==> src/design/fetch_pkg.sv <==
//////////////////////////////////////////////////
// fetch stage types: pc mux selects, cause, IF-ID word
// boot address is assumed 256-byte aligned by the user
//////////////////////////////////////////////////
`default_nettype none

package fetch_pkg;

  // next-pc source
  typedef enum logic [2:0] {
    PC_BOOT = 3'd0,
    PC_JUMP = 3'd1,
    PC_EXC  = 3'd2,
    PC_ERET = 3'd3,  // return from trap, mepc
    PC_DRET = 3'd4   // return from debug, depc
  } pc_sel_e;

  // exception target select
  typedef enum logic [1:0] {
    EXC_PC_EXC     = 2'd0,
    EXC_PC_IRQ     = 2'd1,
    EXC_PC_DBD     = 2'd2,  // debug halt request
    EXC_PC_DBG_EXC = 2'd3   // exception while in debug mode
  } exc_pc_sel_e;

  typedef struct packed {
    logic       irq;  // set for interrupts
    logic [5:0] id;   // vector index
  } exc_cause_t;

  typedef struct packed {
    logic        pc_set;
    pc_sel_e     pc_sel;
    exc_pc_sel_e exc_sel;
    exc_cause_t  exc_cause;
  } fetch_ctrl_t;

  typedef struct packed {
    logic [31:0] mepc;
    logic [31:0] depc;
    logic [31:0] mtvec;  // low byte ignored
  } csr_pcs_t;

  // fetched word on its way to ID
  typedef struct packed {
    logic [31:0] rdata;
    logic [31:0] addr;
    logic        err;
  } fetch_entry_t;

  typedef struct packed {
    logic [31:0] rdata;
    logic [31:0] pc;
    logic        fetch_err;
    logic        is_compressed;
  } id_instr_t;

endpackage

`default_nettype wire

==> src/design/ibus_pkg.sv <==
//////////////////////////////////////////////////
// instruction bus: req/gnt handshake, in-order rvalid
// one response per granted request, word aligned only
//////////////////////////////////////////////////
`default_nettype none

package ibus_pkg;

  // master to slave
  typedef struct packed {
    logic        req;
    logic [31:0] addr;  // held while req waits for gnt
  } ibus_req_t;

  // slave to master
  typedef struct packed {
    logic        gnt;
    logic        rvalid;
    logic [31:0] rdata;
    logic        err;     // bus error, travels with the word
  } ibus_rsp_t;

endpackage

`default_nettype wire

==> src/design/fetch_fifo.sv <==
//////////////////////////////////////////////////
// circular buffer of fetched words, FifoDepth >= 2
// push while full is not guarded, caller budgets room
// flush wins over a push in the same cycle
//////////////////////////////////////////////////
`timescale 1ns/1ps
`default_nettype none

module fetch_fifo #(
  parameter int FifoDepth = 2
) (
  input  wire logic                           clk_i,
  input  wire logic                           rst_ni,
  input  wire logic                           flush_i,
  input  wire logic                           push_i,
  input  wire fetch_pkg::fetch_entry_t        entry_i,
  input  wire logic                           pop_i,
  output logic                                valid_o,
  output fetch_pkg::fetch_entry_t             entry_o,
  output logic [$clog2(FifoDepth+1)-1:0]      level_o
);

  localparam int PtrW = $clog2(FifoDepth);
  localparam int LvlW = $clog2(FifoDepth+1);

  fetch_pkg::fetch_entry_t mem_q [FifoDepth];  // payload only

  logic [PtrW-1:0] wr_ptr_q, rd_ptr_q;
  logic [PtrW-1:0] wr_ptr_inc, rd_ptr_inc;
  logic [LvlW-1:0] cnt_q;
  logic            do_push, do_pop;

  // pointers wrap by hand, depth need not be a power of two
  assign wr_ptr_inc = (wr_ptr_q == PtrW'(FifoDepth - 1)) ? '0 : wr_ptr_q + 1'b1;
  assign rd_ptr_inc = (rd_ptr_q == PtrW'(FifoDepth - 1)) ? '0 : rd_ptr_q + 1'b1;

  assign do_push = push_i & ~flush_i;
  assign do_pop  = pop_i & (cnt_q != '0) & ~flush_i;  // popping empty is ignored

  //////////////////////////////////////////////////
  // control
  //////////////////////////////////////////////////
  always_ff @(posedge clk_i or negedge rst_ni) begin
    if (!rst_ni) begin
      wr_ptr_q <= '0;
      rd_ptr_q <= '0;
      cnt_q    <= '0;
    end else if (flush_i) begin
      wr_ptr_q <= '0;  // drop everything in one cycle
      rd_ptr_q <= '0;
      cnt_q    <= '0;
    end else begin
      if (do_push) begin
        wr_ptr_q <= wr_ptr_inc;
      end
      if (do_pop) begin
        rd_ptr_q <= rd_ptr_inc;
      end
      cnt_q <= cnt_q + LvlW'(do_push) - LvlW'(do_pop);
    end
  end

  // storage
  always_ff @(posedge clk_i) begin
    if (do_push) begin
      mem_q[wr_ptr_q] <= entry_i;
    end
  end

  assign valid_o = (cnt_q != '0);
  assign entry_o = mem_q[rd_ptr_q];  // head, first-word fall-through
  assign level_o = cnt_q;

endmodule

`default_nettype wire

==> src/design/if_stage.sv <==
//////////////////////////////////////////////////
// fetch stage top: next-pc select, prefetch, IF-ID reg
// boot_addr_i must be 256-byte aligned, low byte is ignored
// compressed words are flagged only, never realigned
//////////////////////////////////////////////////
`timescale 1ns/1ps
`default_nettype none

module if_stage #(
  parameter logic [31:0] DmHaltAddr      = 32'h1a11_0800,
  parameter logic [31:0] DmExceptionAddr = 32'h1a11_0808,
  parameter int          FifoDepth       = 2
) (
  input  wire logic                   clk_i,
  input  wire logic                   rst_ni,
  input  wire logic [31:0]            boot_addr_i,
  input  wire logic                   req_i,          // fetch enable level
  input  wire fetch_pkg::fetch_ctrl_t ctrl_i,
  input  wire fetch_pkg::csr_pcs_t    csr_i,
  input  wire logic [31:0]            branch_target_i,
  input  wire logic                   id_ready_i,
  input  wire logic                   valid_clear_i,
  input  wire ibus_pkg::ibus_rsp_t    ibus_rsp_i,
  output ibus_pkg::ibus_req_t         ibus_req_o,
  output fetch_pkg::id_instr_t        id_o,
  output logic                        id_valid_o,
  output logic                        id_new_o,       // one cycle per arriving instr
  output logic [31:0]                 pc_if_o,
  output logic                        mtvec_init_o,
  output logic                        busy_o
);

  logic [31:0]             exc_pc;
  logic [31:0]             next_pc;
  logic                    fetch_valid;
  logic                    accept;
  logic                    valid_q, new_q;
  fetch_pkg::fetch_entry_t fetch_entry;
  fetch_pkg::id_instr_t    id_d, id_q;

  //////////////////////////////////////////////////
  // pc muxes
  //////////////////////////////////////////////////
  always_comb begin
    unique case (ctrl_i.exc_sel)
      fetch_pkg::EXC_PC_EXC:     exc_pc = {csr_i.mtvec[31:8], 8'h00};
      fetch_pkg::EXC_PC_IRQ:     exc_pc = {csr_i.mtvec[31:8], ctrl_i.exc_cause.id, 2'b00};
      fetch_pkg::EXC_PC_DBD:     exc_pc = DmHaltAddr;
      fetch_pkg::EXC_PC_DBG_EXC: exc_pc = DmExceptionAddr;
      default:                   exc_pc = {csr_i.mtvec[31:8], 8'h00};
    endcase
  end

  always_comb begin
    unique case (ctrl_i.pc_sel)
      fetch_pkg::PC_BOOT: next_pc = {boot_addr_i[31:8], 8'h00};
      fetch_pkg::PC_JUMP: next_pc = branch_target_i;
      fetch_pkg::PC_EXC:  next_pc = exc_pc;     // trap or debug entry
      fetch_pkg::PC_ERET: next_pc = csr_i.mepc;
      fetch_pkg::PC_DRET: next_pc = csr_i.depc;
      default:            next_pc = {boot_addr_i[31:8], 8'h00};
    endcase
  end

  // csr file loads mtvec from boot address
  assign mtvec_init_o = ctrl_i.pc_set & (ctrl_i.pc_sel == fetch_pkg::PC_BOOT);

  prefetch_buffer #(
    .FifoDepth (FifoDepth)
  ) i_prefetch (
    .clk_i      (clk_i),
    .rst_ni     (rst_ni),
    .req_i      (req_i),
    .branch_i   (ctrl_i.pc_set),
    .addr_i     ({next_pc[31:2], 2'b00}),  // fetch is word aligned
    .ready_i    (id_ready_i),
    .ibus_rsp_i (ibus_rsp_i),
    .valid_o    (fetch_valid),
    .entry_o    (fetch_entry),
    .ibus_req_o (ibus_req_o),
    .busy_o     (busy_o)
  );

  assign pc_if_o = fetch_entry.addr;

  //////////////////////////////////////////////////
  // IF-ID register
  //////////////////////////////////////////////////
  // a redirect squashes both the head entry and the held instr
  assign accept = fetch_valid & id_ready_i & ~ctrl_i.pc_set;

  assign id_d.rdata         = fetch_entry.rdata;
  assign id_d.pc            = fetch_entry.addr;
  assign id_d.fetch_err     = fetch_entry.err;
  assign id_d.is_compressed = (fetch_entry.rdata[1:0] != 2'b11);

  always_ff @(posedge clk_i or negedge rst_ni) begin
    if (!rst_ni) begin
      valid_q <= 1'b0;
      new_q   <= 1'b0;
    end else begin
      valid_q <= accept | (valid_q & ~valid_clear_i & ~ctrl_i.pc_set);
      new_q   <= accept;  // pulse, one per loaded instr
    end
  end

  always_ff @(posedge clk_i or negedge rst_ni) begin
    if (!rst_ni) begin
      id_q <= '0;
    end else if (accept) begin
      id_q <= id_d;  // frozen while ID stalls
    end
  end

  assign id_o       = id_q;
  assign id_valid_o = valid_q;
  assign id_new_o   = new_q;

endmodule

`default_nettype wire

==> src/design/prefetch_buffer.sv <==
//////////////////////////////////////////////////
// word-aligned prefetcher on the req/gnt/rvalid bus
// stale responses after a branch are dropped by count
// an ungranted request is held across a branch, then discarded
//////////////////////////////////////////////////
`timescale 1ns/1ps
`default_nettype none

module prefetch_buffer #(
  parameter int FifoDepth = 2
) (
  input  wire logic                     clk_i,
  input  wire logic                     rst_ni,
  input  wire logic                     req_i,
  input  wire logic                     branch_i,
  input  wire logic [31:0]              addr_i,    // word aligned
  input  wire logic                     ready_i,
  input  wire ibus_pkg::ibus_rsp_t      ibus_rsp_i,
  output logic                          valid_o,
  output fetch_pkg::fetch_entry_t       entry_o,
  output ibus_pkg::ibus_req_t           ibus_req_o,
  output logic                          busy_o
);

  localparam int LvlW = $clog2(FifoDepth+1);

  logic [31:0]     fetch_addr_q;   // next new request
  logic [31:0]     rsp_addr_q;     // address of next kept response
  logic [31:0]     stale_addr_q;   // old-path request still waiting for gnt
  logic            wait_q, stale_q;
  logic [LvlW-1:0] outst_q, outst_d;
  logic [LvlW-1:0] discard_q, discard_d;
  logic [LvlW-1:0] fifo_level;
  logic [LvlW:0]   budget;
  logic            room, new_req, gnt_ok, rsp_drop, push;
  fetch_pkg::fetch_entry_t push_entry;

  // stored plus outstanding must stay below depth to issue
  assign budget  = (LvlW+1)'(fifo_level) + (LvlW+1)'(outst_q);
  assign room    = budget < (LvlW+1)'(FifoDepth);
  assign new_req = req_i & room & ~branch_i;  // target goes out next cycle

  assign ibus_req_o.req  = wait_q | new_req;  // a waiting request is never retracted
  assign ibus_req_o.addr = stale_q ? stale_addr_q : fetch_addr_q;

  assign gnt_ok   = ibus_req_o.req & ibus_rsp_i.gnt;
  assign rsp_drop = (discard_q != '0);
  assign push     = ibus_rsp_i.rvalid & ~rsp_drop & ~branch_i;

  assign outst_d = outst_q + LvlW'(gnt_ok) - LvlW'(ibus_rsp_i.rvalid);

  always_comb begin
    if (branch_i) begin
      discard_d = outst_d;  // all still in flight after this edge are old path
    end else begin
      discard_d = discard_q
                  - LvlW'(ibus_rsp_i.rvalid & rsp_drop)
                  + LvlW'(gnt_ok & stale_q);  // held old request finally granted
    end
  end

  //////////////////////////////////////////////////
  // bus bookkeeping
  //////////////////////////////////////////////////
  always_ff @(posedge clk_i or negedge rst_ni) begin
    if (!rst_ni) begin
      fetch_addr_q <= '0;
      rsp_addr_q   <= '0;
      wait_q       <= 1'b0;
      stale_q      <= 1'b0;
      outst_q      <= '0;
      discard_q    <= '0;
    end else begin
      wait_q    <= ibus_req_o.req & ~ibus_rsp_i.gnt;
      stale_q   <= ibus_req_o.req & ~ibus_rsp_i.gnt & (stale_q | branch_i);
      outst_q   <= outst_d;
      discard_q <= discard_d;
      if (branch_i) begin
        fetch_addr_q <= addr_i;
        rsp_addr_q   <= addr_i;
      end else begin
        if (gnt_ok & ~stale_q) begin
          fetch_addr_q <= fetch_addr_q + 32'd4;
        end
        if (push) begin
          rsp_addr_q <= rsp_addr_q + 32'd4;
        end
      end
    end
  end

  // address of whatever sits on the bus, kept if it turns stale
  always_ff @(posedge clk_i) begin
    stale_addr_q <= ibus_req_o.addr;
  end

  assign push_entry.rdata = ibus_rsp_i.rdata;
  assign push_entry.addr  = rsp_addr_q;
  assign push_entry.err   = ibus_rsp_i.err;

  fetch_fifo #(
    .FifoDepth (FifoDepth)
  ) i_fifo (
    .clk_i   (clk_i),
    .rst_ni  (rst_ni),
    .flush_i (branch_i),
    .push_i  (push),
    .entry_i (push_entry),
    .pop_i   (valid_o & ready_i),
    .valid_o (valid_o),
    .entry_o (entry_o),
    .level_o (fifo_level)
  );

  assign busy_o = wait_q | (outst_q != '0);

endmodule

`default_nettype wire

==> config.mk <==
export PLATFORM = sky130hd
export DESIGN_NAME = if_stage
export DESIGN_NICKNAME = d
export VERILOG_FILES = /design/src/design/fetch_pkg.sv /design/src/design/ibus_pkg.sv /design/src/design/fetch_fifo.sv /design/src/design/if_stage.sv /design/src/design/prefetch_buffer.sv
export SDC_FILE = /design/constraint.sdc
export NUM_CORES = 1
export LEC_CHECK = 0
export ABC_AREA = 0
export BUFFER_PORTS_ARGS = -buffer_cell sky130_fd_sc_hd__buf_2
export CAP_MARGIN = 20
export CORE_MARGIN = 4
export CORE_UTILIZATION = 58
export CTS_CLUSTER_DIAMETER = 120
export DETAILED_ROUTE_END_ITERATION = 6
export PLACE_DENSITY = 0.87
export SLEW_MARGIN = 20
export SYNTH_ARGS = -nofsm -noshare
export SYNTH_HDL_FRONTEND = slang
export SYNTH_SLANG_ARGS = --single-unit
==> constraint.sdc <==
create_clock -name clk_i -period 7.1 [get_ports clk_i]
set_input_delay 1.065 -clock clk_i [delete_from_list [all_inputs] [get_ports clk_i]]
set_output_delay 1.065 -clock clk_i [all_outputs]
set_load 0.005 [all_outputs]
# == Yosys cells after proc, flatten, opt, wreduce, memory -nomap -nowiden ==
# Memory sizes are Yosys's and may differ from the RTL's.
# Cells that the tools add are included.
# totals
output_inout_bits,135
n_memories,1
ram_bits,130
word_cells,90
inputBits,213
ff_bits,174
# classes
addsub,11
order_cmp,1
n_mux,17
eq_ne,8
n_reduce_logical,9
bitwise,27
# memory_table
memory,words,word_bits,rd,rd_ports_with_merged_regs,wr,line,rtl
i_prefetch.i_fifo.mem_q,2,65,1,0,1,fetch_fifo.sv:26,fetch_pkg::fetch_entry_t mem_q [FifoDepth];
# op_table
operator,count
one-hot mux 32 bit (4 select lines),2
2-to-1 mux 32 bit,5
"adder 32 x 3 -> 32 bit, second input constant",2
bitwise AND 1 bit,18
nonzero test 2 bit,7
2-to-1 mux 1 bit,8
"equality test 3 x 2 -> 1 bit, second input constant",2
NOT 1 bit,5
adder 2 x 1 -> 2 bit,2
"equality test 2 bit, second input constant",2
2-to-1 mux 2 bit,2
OR 1 bit,4
subtractor 2 x 1 -> 2 bit,2
adder 2 x 2 -> 3 bit,1
"equality test 3 x 1 -> 1 bit, second input constant",1
"equality test 3 bit, second input constant",1
logical NOT 3 bit,1
"less-than comparator 3 x 2 -> 1 bit, second input constant",1
"adder 1 bit, second input constant",2
adder 2 bit,1
"equality test 2 x 1 -> 1 bit, second input constant",1
logical NOT 2 bit,1
"!= test 2 bit, second input constant",1
subtractor 2 bit,1

# == Logic depth before layout (Yosys ltp) ==
# Gate-level depths: netlist (run 1).
# logic_depth
ltp_word,9
depth_mapped,9
depth_no_buf,9

# == Modules after synthesis ==
# From an unflattened synthesis (run 1), not the netlist that was laid out.
# hier_totals
cells_unflattened,1170
area_unflattened_um2,14114.8
# modules_own_cells
module,n_inst,seq_area_each_um2,area_each_um2,cells_each
prefetch_buffer,1,2392.3,5128.7,472
fetch_fifo,1,4003.8,4912.2,224
if_stage,1,1701.6,4073.9,474

# == Least setup slack after synthesis (run 1) ==
# OpenSTA, ideal clock, no wires.
# synth_timing
path_type,input -> register
start,input port ibus_rsp_i[33] (netlist name)
end,"memory i_prefetch.i_fifo.mem_q[0][0] (netlist name), enable pin"
setup_time_ns,0.484
path_buffers,1
arrival_time_ns,4.485
slack_ns,2.131
stages,4
required_ns,6.616
cell_sequence,nor3b_2 clkbuf_1 nand2_1 nor2_1
# synth_via
elab_chain_len,5
# synth_rtl
item,line,rtl
from (decl),if_stage.sv:23,"input wire ibus_pkg::ibus_rsp_t ibus_rsp_i,"
bitwise AND 1 bit (2 in series),prefetch_buffer.sv:48,assign push = ibus_rsp_i.rvalid & ~rsp_drop & ~branch_i;
bitwise AND 1 bit,fetch_fifo.sv:37,assign do_push = push_i & ~flush_i;
2-to-1 mux 1 bit,fetch_fifo.sv:65,if (do_push) begin
2-to-1 mux 1 bit (implied by the code),fetch_fifo.sv:66,mem_q[wr_ptr_q] <= entry_i;
to (decl),fetch_fifo.sv:26,
# No other way between the ends.

==> results.cfg, run 1 <==
[timing]
rsz0062_at_grt = false
fin_tns_setup_ps = 0
drv_slew = 0
layout_setup_ws_ps = 3500
setup_viol = 0
worstMarginPinSlew_ps = 1030
clock_skew_ps = 9.96
fmax_ghz = 0.278
finalHoldViolCount = 0
relSlewSlack_pct = 31.0
fin_crit_sh_pct = 50.8
fin_crit_ps = 3600

[layout]
layout_commonest_cell = buf_2
area_delta_synth_final_pct = 17.9
nFillCells = 1703
antenna_cells = 0
nets = 1654
drive_gt1_share_pct = 35.1
mostFrequentLayoutCells = buf_2 (319), dfrtp_1 (135), edfxtp_1 (126)

[placed_design]
place_worst_setup_slack_ps = 2980
post-dp-hpwl_mm = 26.3
gp_congestion = 0.962
io_buffers = 320

[clock_tree]
cts_max_level = 1
cts_buffers = 29
cts.sinks = 294
clk_path_buf_depth = 3
clk_pin_slew_ps = 60
clock_latency_ps = 520
post_cts_buffers = 0
cts_root_buffer = clkbuf_16
tritoncts = done
holdBufCountCts = 0
ctsResizeCount = 0

[critical_path]
worst-path-max-fanout = 4
start_kind = register
path_class = register to output port
reg2reg_from = i_prefetch.i_fifo.level_o[0]
endpoint_kind = output port
cp.required_ps = 6030
critical_path.startpoint = i_prefetch.i_fifo.level_o[0]
critical_path_arrival_ps = 2540

[grt]
track_usage_pct = 26.5
grt_max_degree = 76
antenna_found_initial = 1
gr-total-overflow = 0
grt_pass1_wl_mm = 55.7
grt_pass1_vias = 10364

[run]
maxCapViolCount = 0

[floorplan]
die_y_um = 163
core_area_mm2 = 0.0235
die-area_mm2 = 0.0264
start_util_pct = 59.1
num_rows = 56
die_w_um = 163
ios = 348

[power_and_ir_drop]
clockPowerShare_pct = 29.7
net-switching-power_mw = 1.46
total_leakage_power_nw = 6.74
irDropWorstVdd_uv = 193
sequentialPowerShare_pct = 47.1
power_frac_comb_pct = 23.1
power.internal_mw = 3.61
p_sw_share_pct = 28.8
power.density_mw_per_mm2 = 310

[logic_synthesis]
ys_seq_elements = 294
synthCells = 1173
synth-seq-area-share_pct = 56.5
avgSynthCellArea_um2 = 11.8
synth_edf_count = 126
yosysWarnings = 0
netlist_area_mm2 = 0.0139
synthArstFlopShare_pct = 46.3
synth.distinct_cells = 86
synthFlopType = dfrtp_1

[drt]
routed_wl_mm = 36.6
via_per_inst = 6.05
wl_per_cell_um = 20.6
antenna_left = 0
drc = 0
vias = 10726
drt_first_iter_violations = 1257
detail_route.first_pass.iterations = 5

[run_status]
status = finished, final reports clean

[hold_path]
hp-class = register to register
hp-start = i_prefetch.stale_addr_q[1]
## power groups by stage
stage / combinational (mW) / sequential [mW] / clock [mW]
6_report: 1.17 / 2.39 / 1.51
3_5_place_dp: 1.17 / 2.42 / 0
3_3_place_gp: 1.13 / 2.39 / 0
2_1_floorplan: 0.733 / 2.35 / 0
5_1_grt: 1.29 / 2.43 / 1.61
4_1_cts: 1.18 / 2.39 / 1.54
## registers in the layout (all words and copies together), names as in the netlist, 2 cells and up
name	flops
i_prefetch.rsp_addr_q	30
i_prefetch.discard_q	2
id_o	64
i_prefetch.fetch_addr_q	30
i_prefetch.stale_addr_q	32
i_prefetch.outst_q	2
i_prefetch.i_fifo.level_o	2
i_prefetch.i_fifo.mem_q	126
## kinds of logic after synthesis
kind of cell / after synthesis / share of synthesized area (%)
AND/OR/NAND/NOR: 310 / 12.3
flip-flops: 294 / 56.5
AO/OA/AOI/OAI: 281 / 13.8
multiplexers: 133 / 10.5
buffers and inverters: 127 / 4.94
XOR/XNOR: 18 / 1.14
adder cells (fa/ha/maj): 9 / 0.867
other: 1 / 0.0271
## per-layer routing
layer	track usage [%]	part of all wire [%]	vias up
met5	0	0.036	-
met4	8.69	3.5	2
met3	4.73	8.2	80
met2	45.4	48	588
met1	34.5	40	5170
li1	-	-	4886
## stage by stage
step	area, µm²	hold WS, ps	instances	total power [mW]	utilization, %
4_1_cts	16300	469	1773	5.11	69.6
5_1_grt	16300	482	1773	5.34	69.6
3_3_place_gp	15400	441	1720	3.52	65.5
2_1_floorplan	13900	437	1176	3.08	-
3_5_place_dp	15400	454	1720	3.59	65.5
6_report	16300	467	1773	5.07	69.6
## area by class of cell
class | instances | area (µm²) | area share (%)
Tap cell | 319 | 399 | 2.44
Clock buffer | 46 | 871 | 5.33
Timing Repair Buffer | 329 | 1680 | 10.3
Inverter | 23 | 86.3 | 0.528
Clock inverter | 7 | 83.8 | 0.513
Sequential cell | 294 | 7830 | 47.9
Multi-Input combinational cell | 755 | 5390 | 33.0
## worst paths after layout
check | depth (start not counted) | slack, ps | end
min reg2reg | 1 | 470 | i_prefetch.stale_addr_q[1]
min | 1 | 470 | i_prefetch.stale_addr_q[1]
min in group asynchronous | 1 | 510 | id_o[64]
max in group asynchronous | 2 | 5070 | i_prefetch.i_fifo.rd_ptr_q
max reg2reg | 7 | 3830 | i_prefetch.fetch_addr_q[4]
max | 5 | 3500 | ibus_req_o[32]
## critical path, cell delays in order (launching register included)
cell	delay, ps
dfrtp_1	390
and2_1	170
fa_1	470
or3b_4	440
o21ai_0	360
buf_2	190
## Yosys cell counts, types with 8 or more instances
cell | n | share of area (%)
a211oi_1 | 13 | 0.70
a21oi_1 | 80 | 2.9
a31o_2 | 12 | 0.76
a31oi_1 | 23 | 1.0
and2_1 | 11 | 0.50
and3_1 | 14 | 0.63
buf_2 | 25 | 0.90
buf_4 | 41 | 2.2
clkbuf_1 | 31 | 0.84
dfrtp_1 | 136 | 25
dfxtp_1 | 32 | 4.6
edfxtp_1 | 126 | 27
ha_1 | 8 | 0.72
inv_1 | 22 | 0.60
mux2_2 | 93 | 7.6
mux2i_1 | 39 | 2.8
nand2_1 | 48 | 1.3
nand2b_1 | 11 | 0.50
nand3_1 | 27 | 0.97
nand4_1 | 14 | 0.63
nor2_1 | 100 | 2.7
nor3_1 | 26 | 0.94
o21a_1 | 24 | 1.3
o21ai_0 | 30 | 1.1
o31ai_1 | 13 | 0.70
o32ai_1 | 10 | 0.63
xnor2_1 | 12 | 0.76
No activity file was read; power rests on OpenSTA's default activity.
==> run 2: changes to the inputs <==
ABC_AREA = 1   (was 0)
CORE_UTILIZATION = 54   (was 58)
PLACE_DENSITY = 0.81   (was 0.87)
clock period = 3.7 ns   (was 7.1 ns; I/O delays follow)
==> run 2 against run 1 <==
  * Critical path depth unchanged
  * Sequential power up 99%
  * Hold slack worse by 330 ps
  * Power up 100%
  * Critical path type unchanged
  * Critical endpoint is now pc_if_o[14]
  * Highest routed layer is now met4
==> results.cfg, run 2 <==
[grt]
antenna_found_initial = 1
grt_max_degree = 103
grt_pass1_vias = 12707
gr-total-overflow = 0
grt_pass1_wl_mm = 67.1
track_usage_pct = 27.7

[timing]
clock_skew_ps = 8.30
rsz0062_at_grt = false
setup_viol = 0
fin_crit_sh_pct = 68.1
fin_tns_setup_ps = 0
drv_slew = 0
finalHoldViolCount = 0
relSlewSlack_pct = 35.7
worstMarginPinSlew_ps = 965
fmax_ghz = 0.397
layout_setup_ws_ps = 1180
fin_crit_ps = 2520

[placed_design]
dp_cells = 2394
dpl_cell_area_mm2 = 0.0163
post-dp-hpwl_mm = 31.6
place_worst_setup_slack_ps = 1220
io_buffers = 320
gp_congestion = 0.961

[clock_tree]
cts_root_buffer = clkbuf_16
cts_buffers = 29
holdBufCountCts = 0
cts_max_level = 1
post_cts_buffers = 0
clk_pin_slew_ps = 60
clock_latency_ps = 540
clk_path_buf_depth = 3
ctsResizeCount = 0
tritoncts = done
cts.sinks = 294

[critical_path]
slowest_delay_ps = 400
reg2reg_from = i_prefetch.i_fifo.level_o[0]
critical_path_arrival_ps = 1960
endpoint_kind = output port
cp.required_ps = 3140
r2r_setup_slack_ps = 1250
path_cells = inv_2, buf_4, nand2_1, nand2_1, buf_2
worst_r2r_endpoint = i_prefetch.fetch_addr_q[29]
cpMostUsedCell = nand2_1
worst-path-max-fanout = 30
path_class = register to output port
start_kind = register
slowest_stage = dfrtp_2
rr_worst_depth = 11
critPathTopFamily = buffers and inverters
path_buf_inv = 3

[logic_synthesis]
yosysMostFrequentCell = nand2_1
synth_edf_count = 126
avgSynthCellArea_um2 = 8.06
synth-adder-area-share_pct = 0.819
synth_top_family_by_area = simple AND/OR/NAND/NOR gates
synth_common_cells = nand2_1 (662), nor2_1 (250), dfrtp_1 (136)
netlist_area_mm2 = 0.0147
synth_area_leaders = edfxtp_1 (26%), dfrtp_1 (23%), nand2_1 (17%)
synth_xor_area_share_pct = 0.478
synthCells = 1819
muxShareOfSynthArea_pct = 0
synth.distinct_cells = 45
synthFlopType = dfrtp_1
yosysTopAreaCellShare_pct = 25.8
synth.largest_area_cell = edfxtp_1
synthSimpleGateAreaFrac_pct = 30.4
synth-compound-area-share_pct = 7.08
ys_seq_elements = 294
synthArstFlopShare_pct = 46.3
yosysWarnings = 0
synth-seq-area-share_pct = 53.4

[layout]
design_area_mm2 = 0.0172
nets = 2306
drive_gt1_share_pct = 20.0
area_delta_synth_final_pct = 17.4
instances_no_fill = 2448
mostFrequentLayoutCells = nand2_1 (662), buf_2 (319), nor2_1 (248)
nFillCells = 2279
final_core_util_pct = 64.2
layout_commonest_cell = nand2_1
largest_reg_flops = 126
top_register = i_prefetch.i_fifo.mem_q

[floorplan]
die_w_um = 173
die-area_mm2 = 0.0298
num_rows = 60
ios = 348
core_area_mm2 = 0.0268
die_y_um = 173
start_util_pct = 54.7

[drt]
drt_first_iter_violations = 1225
vias = 13155
detail_route.first_pass.iterations = 6
via_per_inst = 5.37
wl_per_cell_um = 17.4
drc = 0
antenna_left = 0
routed_wl_mm = 42.7

[power_and_ir_drop]
total_leakage_power_nw = 8.26
power.density_mw_per_mm2 = 598
irDropWorstVdd_uv = 359

[hold_path]
hp-class = input port to asynchronous set/reset pin

[run_status]
status = finished, final reports clean

[run]
maxCapViolCount = 0
run 2: cell types whose count changed in the layout (fill, tap and decap cells not counted), moves of 20 or more:
cell	previous run	this run
nand3_1	27	103
nand2_1	48	662
nand4_1	14	35
mux2i_1	39	0
inv_1	22	124
a31oi_1	23	3
mux2_2	93	0
a21oi_1	80	60
o21a_1	24	1
nor2_1	98	248
nor3_1	26	1
o21ai_0	30	58
run 2: how the worst max path moves through the flow:
stage / start / to / slack [ps] / depth (start not counted)
finish: i_prefetch.i_fifo.rd_ptr_q / pc_if_o[14] / 1180 / 5
global route: i_prefetch.i_fifo.rd_ptr_q / pc_if_o[19] / 1050 / 5
CTS: i_prefetch.i_fifo.level_o[0] / ibus_req_o[32] / 1160 / 7
detailed placement: ctrl_i[11] / i_prefetch.fetch_addr_q[23] / 1220 / 11
global placement: i_prefetch.i_fifo.level_o[0] / i_prefetch.fetch_addr_q[29] / 1270 / 11
floorplan: ctrl_i[12] / i_prefetch.i_fifo.mem_q[0][0] / 660 / 4
run 2: routing by layer:
layer	up-vias	wire [µm]	track usage (%)
met1	6070	16700	34.8
met2	630	21000	48.5
met3	86	3250	4.39
met4	0	1720	10.7
li1	6369	-	-
met5	-	0	0
run 2: layout make-up:
cell class	count	area, µm²	area share, %
timing repair buffer	340	1800	10.4
clock inverter	17	173	1.00
inverter	135	509	2.96
clock buffer	36	762	4.43
antenna	1	2.50	0.0145
sequential	294	7830	45.5
tap	341	427	2.48
multi-input combinational	1284	5710	33.2
run 2: power breakdown:
part / switching, mW / internal (mW) / leakage [nW] / total [mW]
combinational: 1.63 / 1.02 / 4.70 / 2.65
sequential: 0.551 / 4.20 / 3.12 / 4.76
clock: 1.21 / 1.67 / 0.442 / 2.88
total: 3.39 / 6.89 / 8.26 / 10.3
run 2: logic make-up after synthesis:
| group | after synthesis |
|---|---|
| xor+xnor | 8 |
| other cells | 1 |
| fa+ha+maj | 9 |
| flops | 294 |
| compound gates | 180 |
| buf+inv | 244 |
| simple gates | 1083 |
run 2: worst register-to-register path, delay by kind of cell (launching register included):
family | cells | cell delay (ps)
simple gates | 6 | 920
compound gates | 2 | 280
buf+inv | 2 | 310
fa+ha+maj | 1 | 420
flops | 1 | 400
run 2: per-stage QoR:
step	hold slack, ps	power, mW
after floorplan	259	6.28
after global placement	416	7.32
after detailed placement	425	7.45
after CTS	184	10.3
after global routing	179	10.9
final	142	10.3
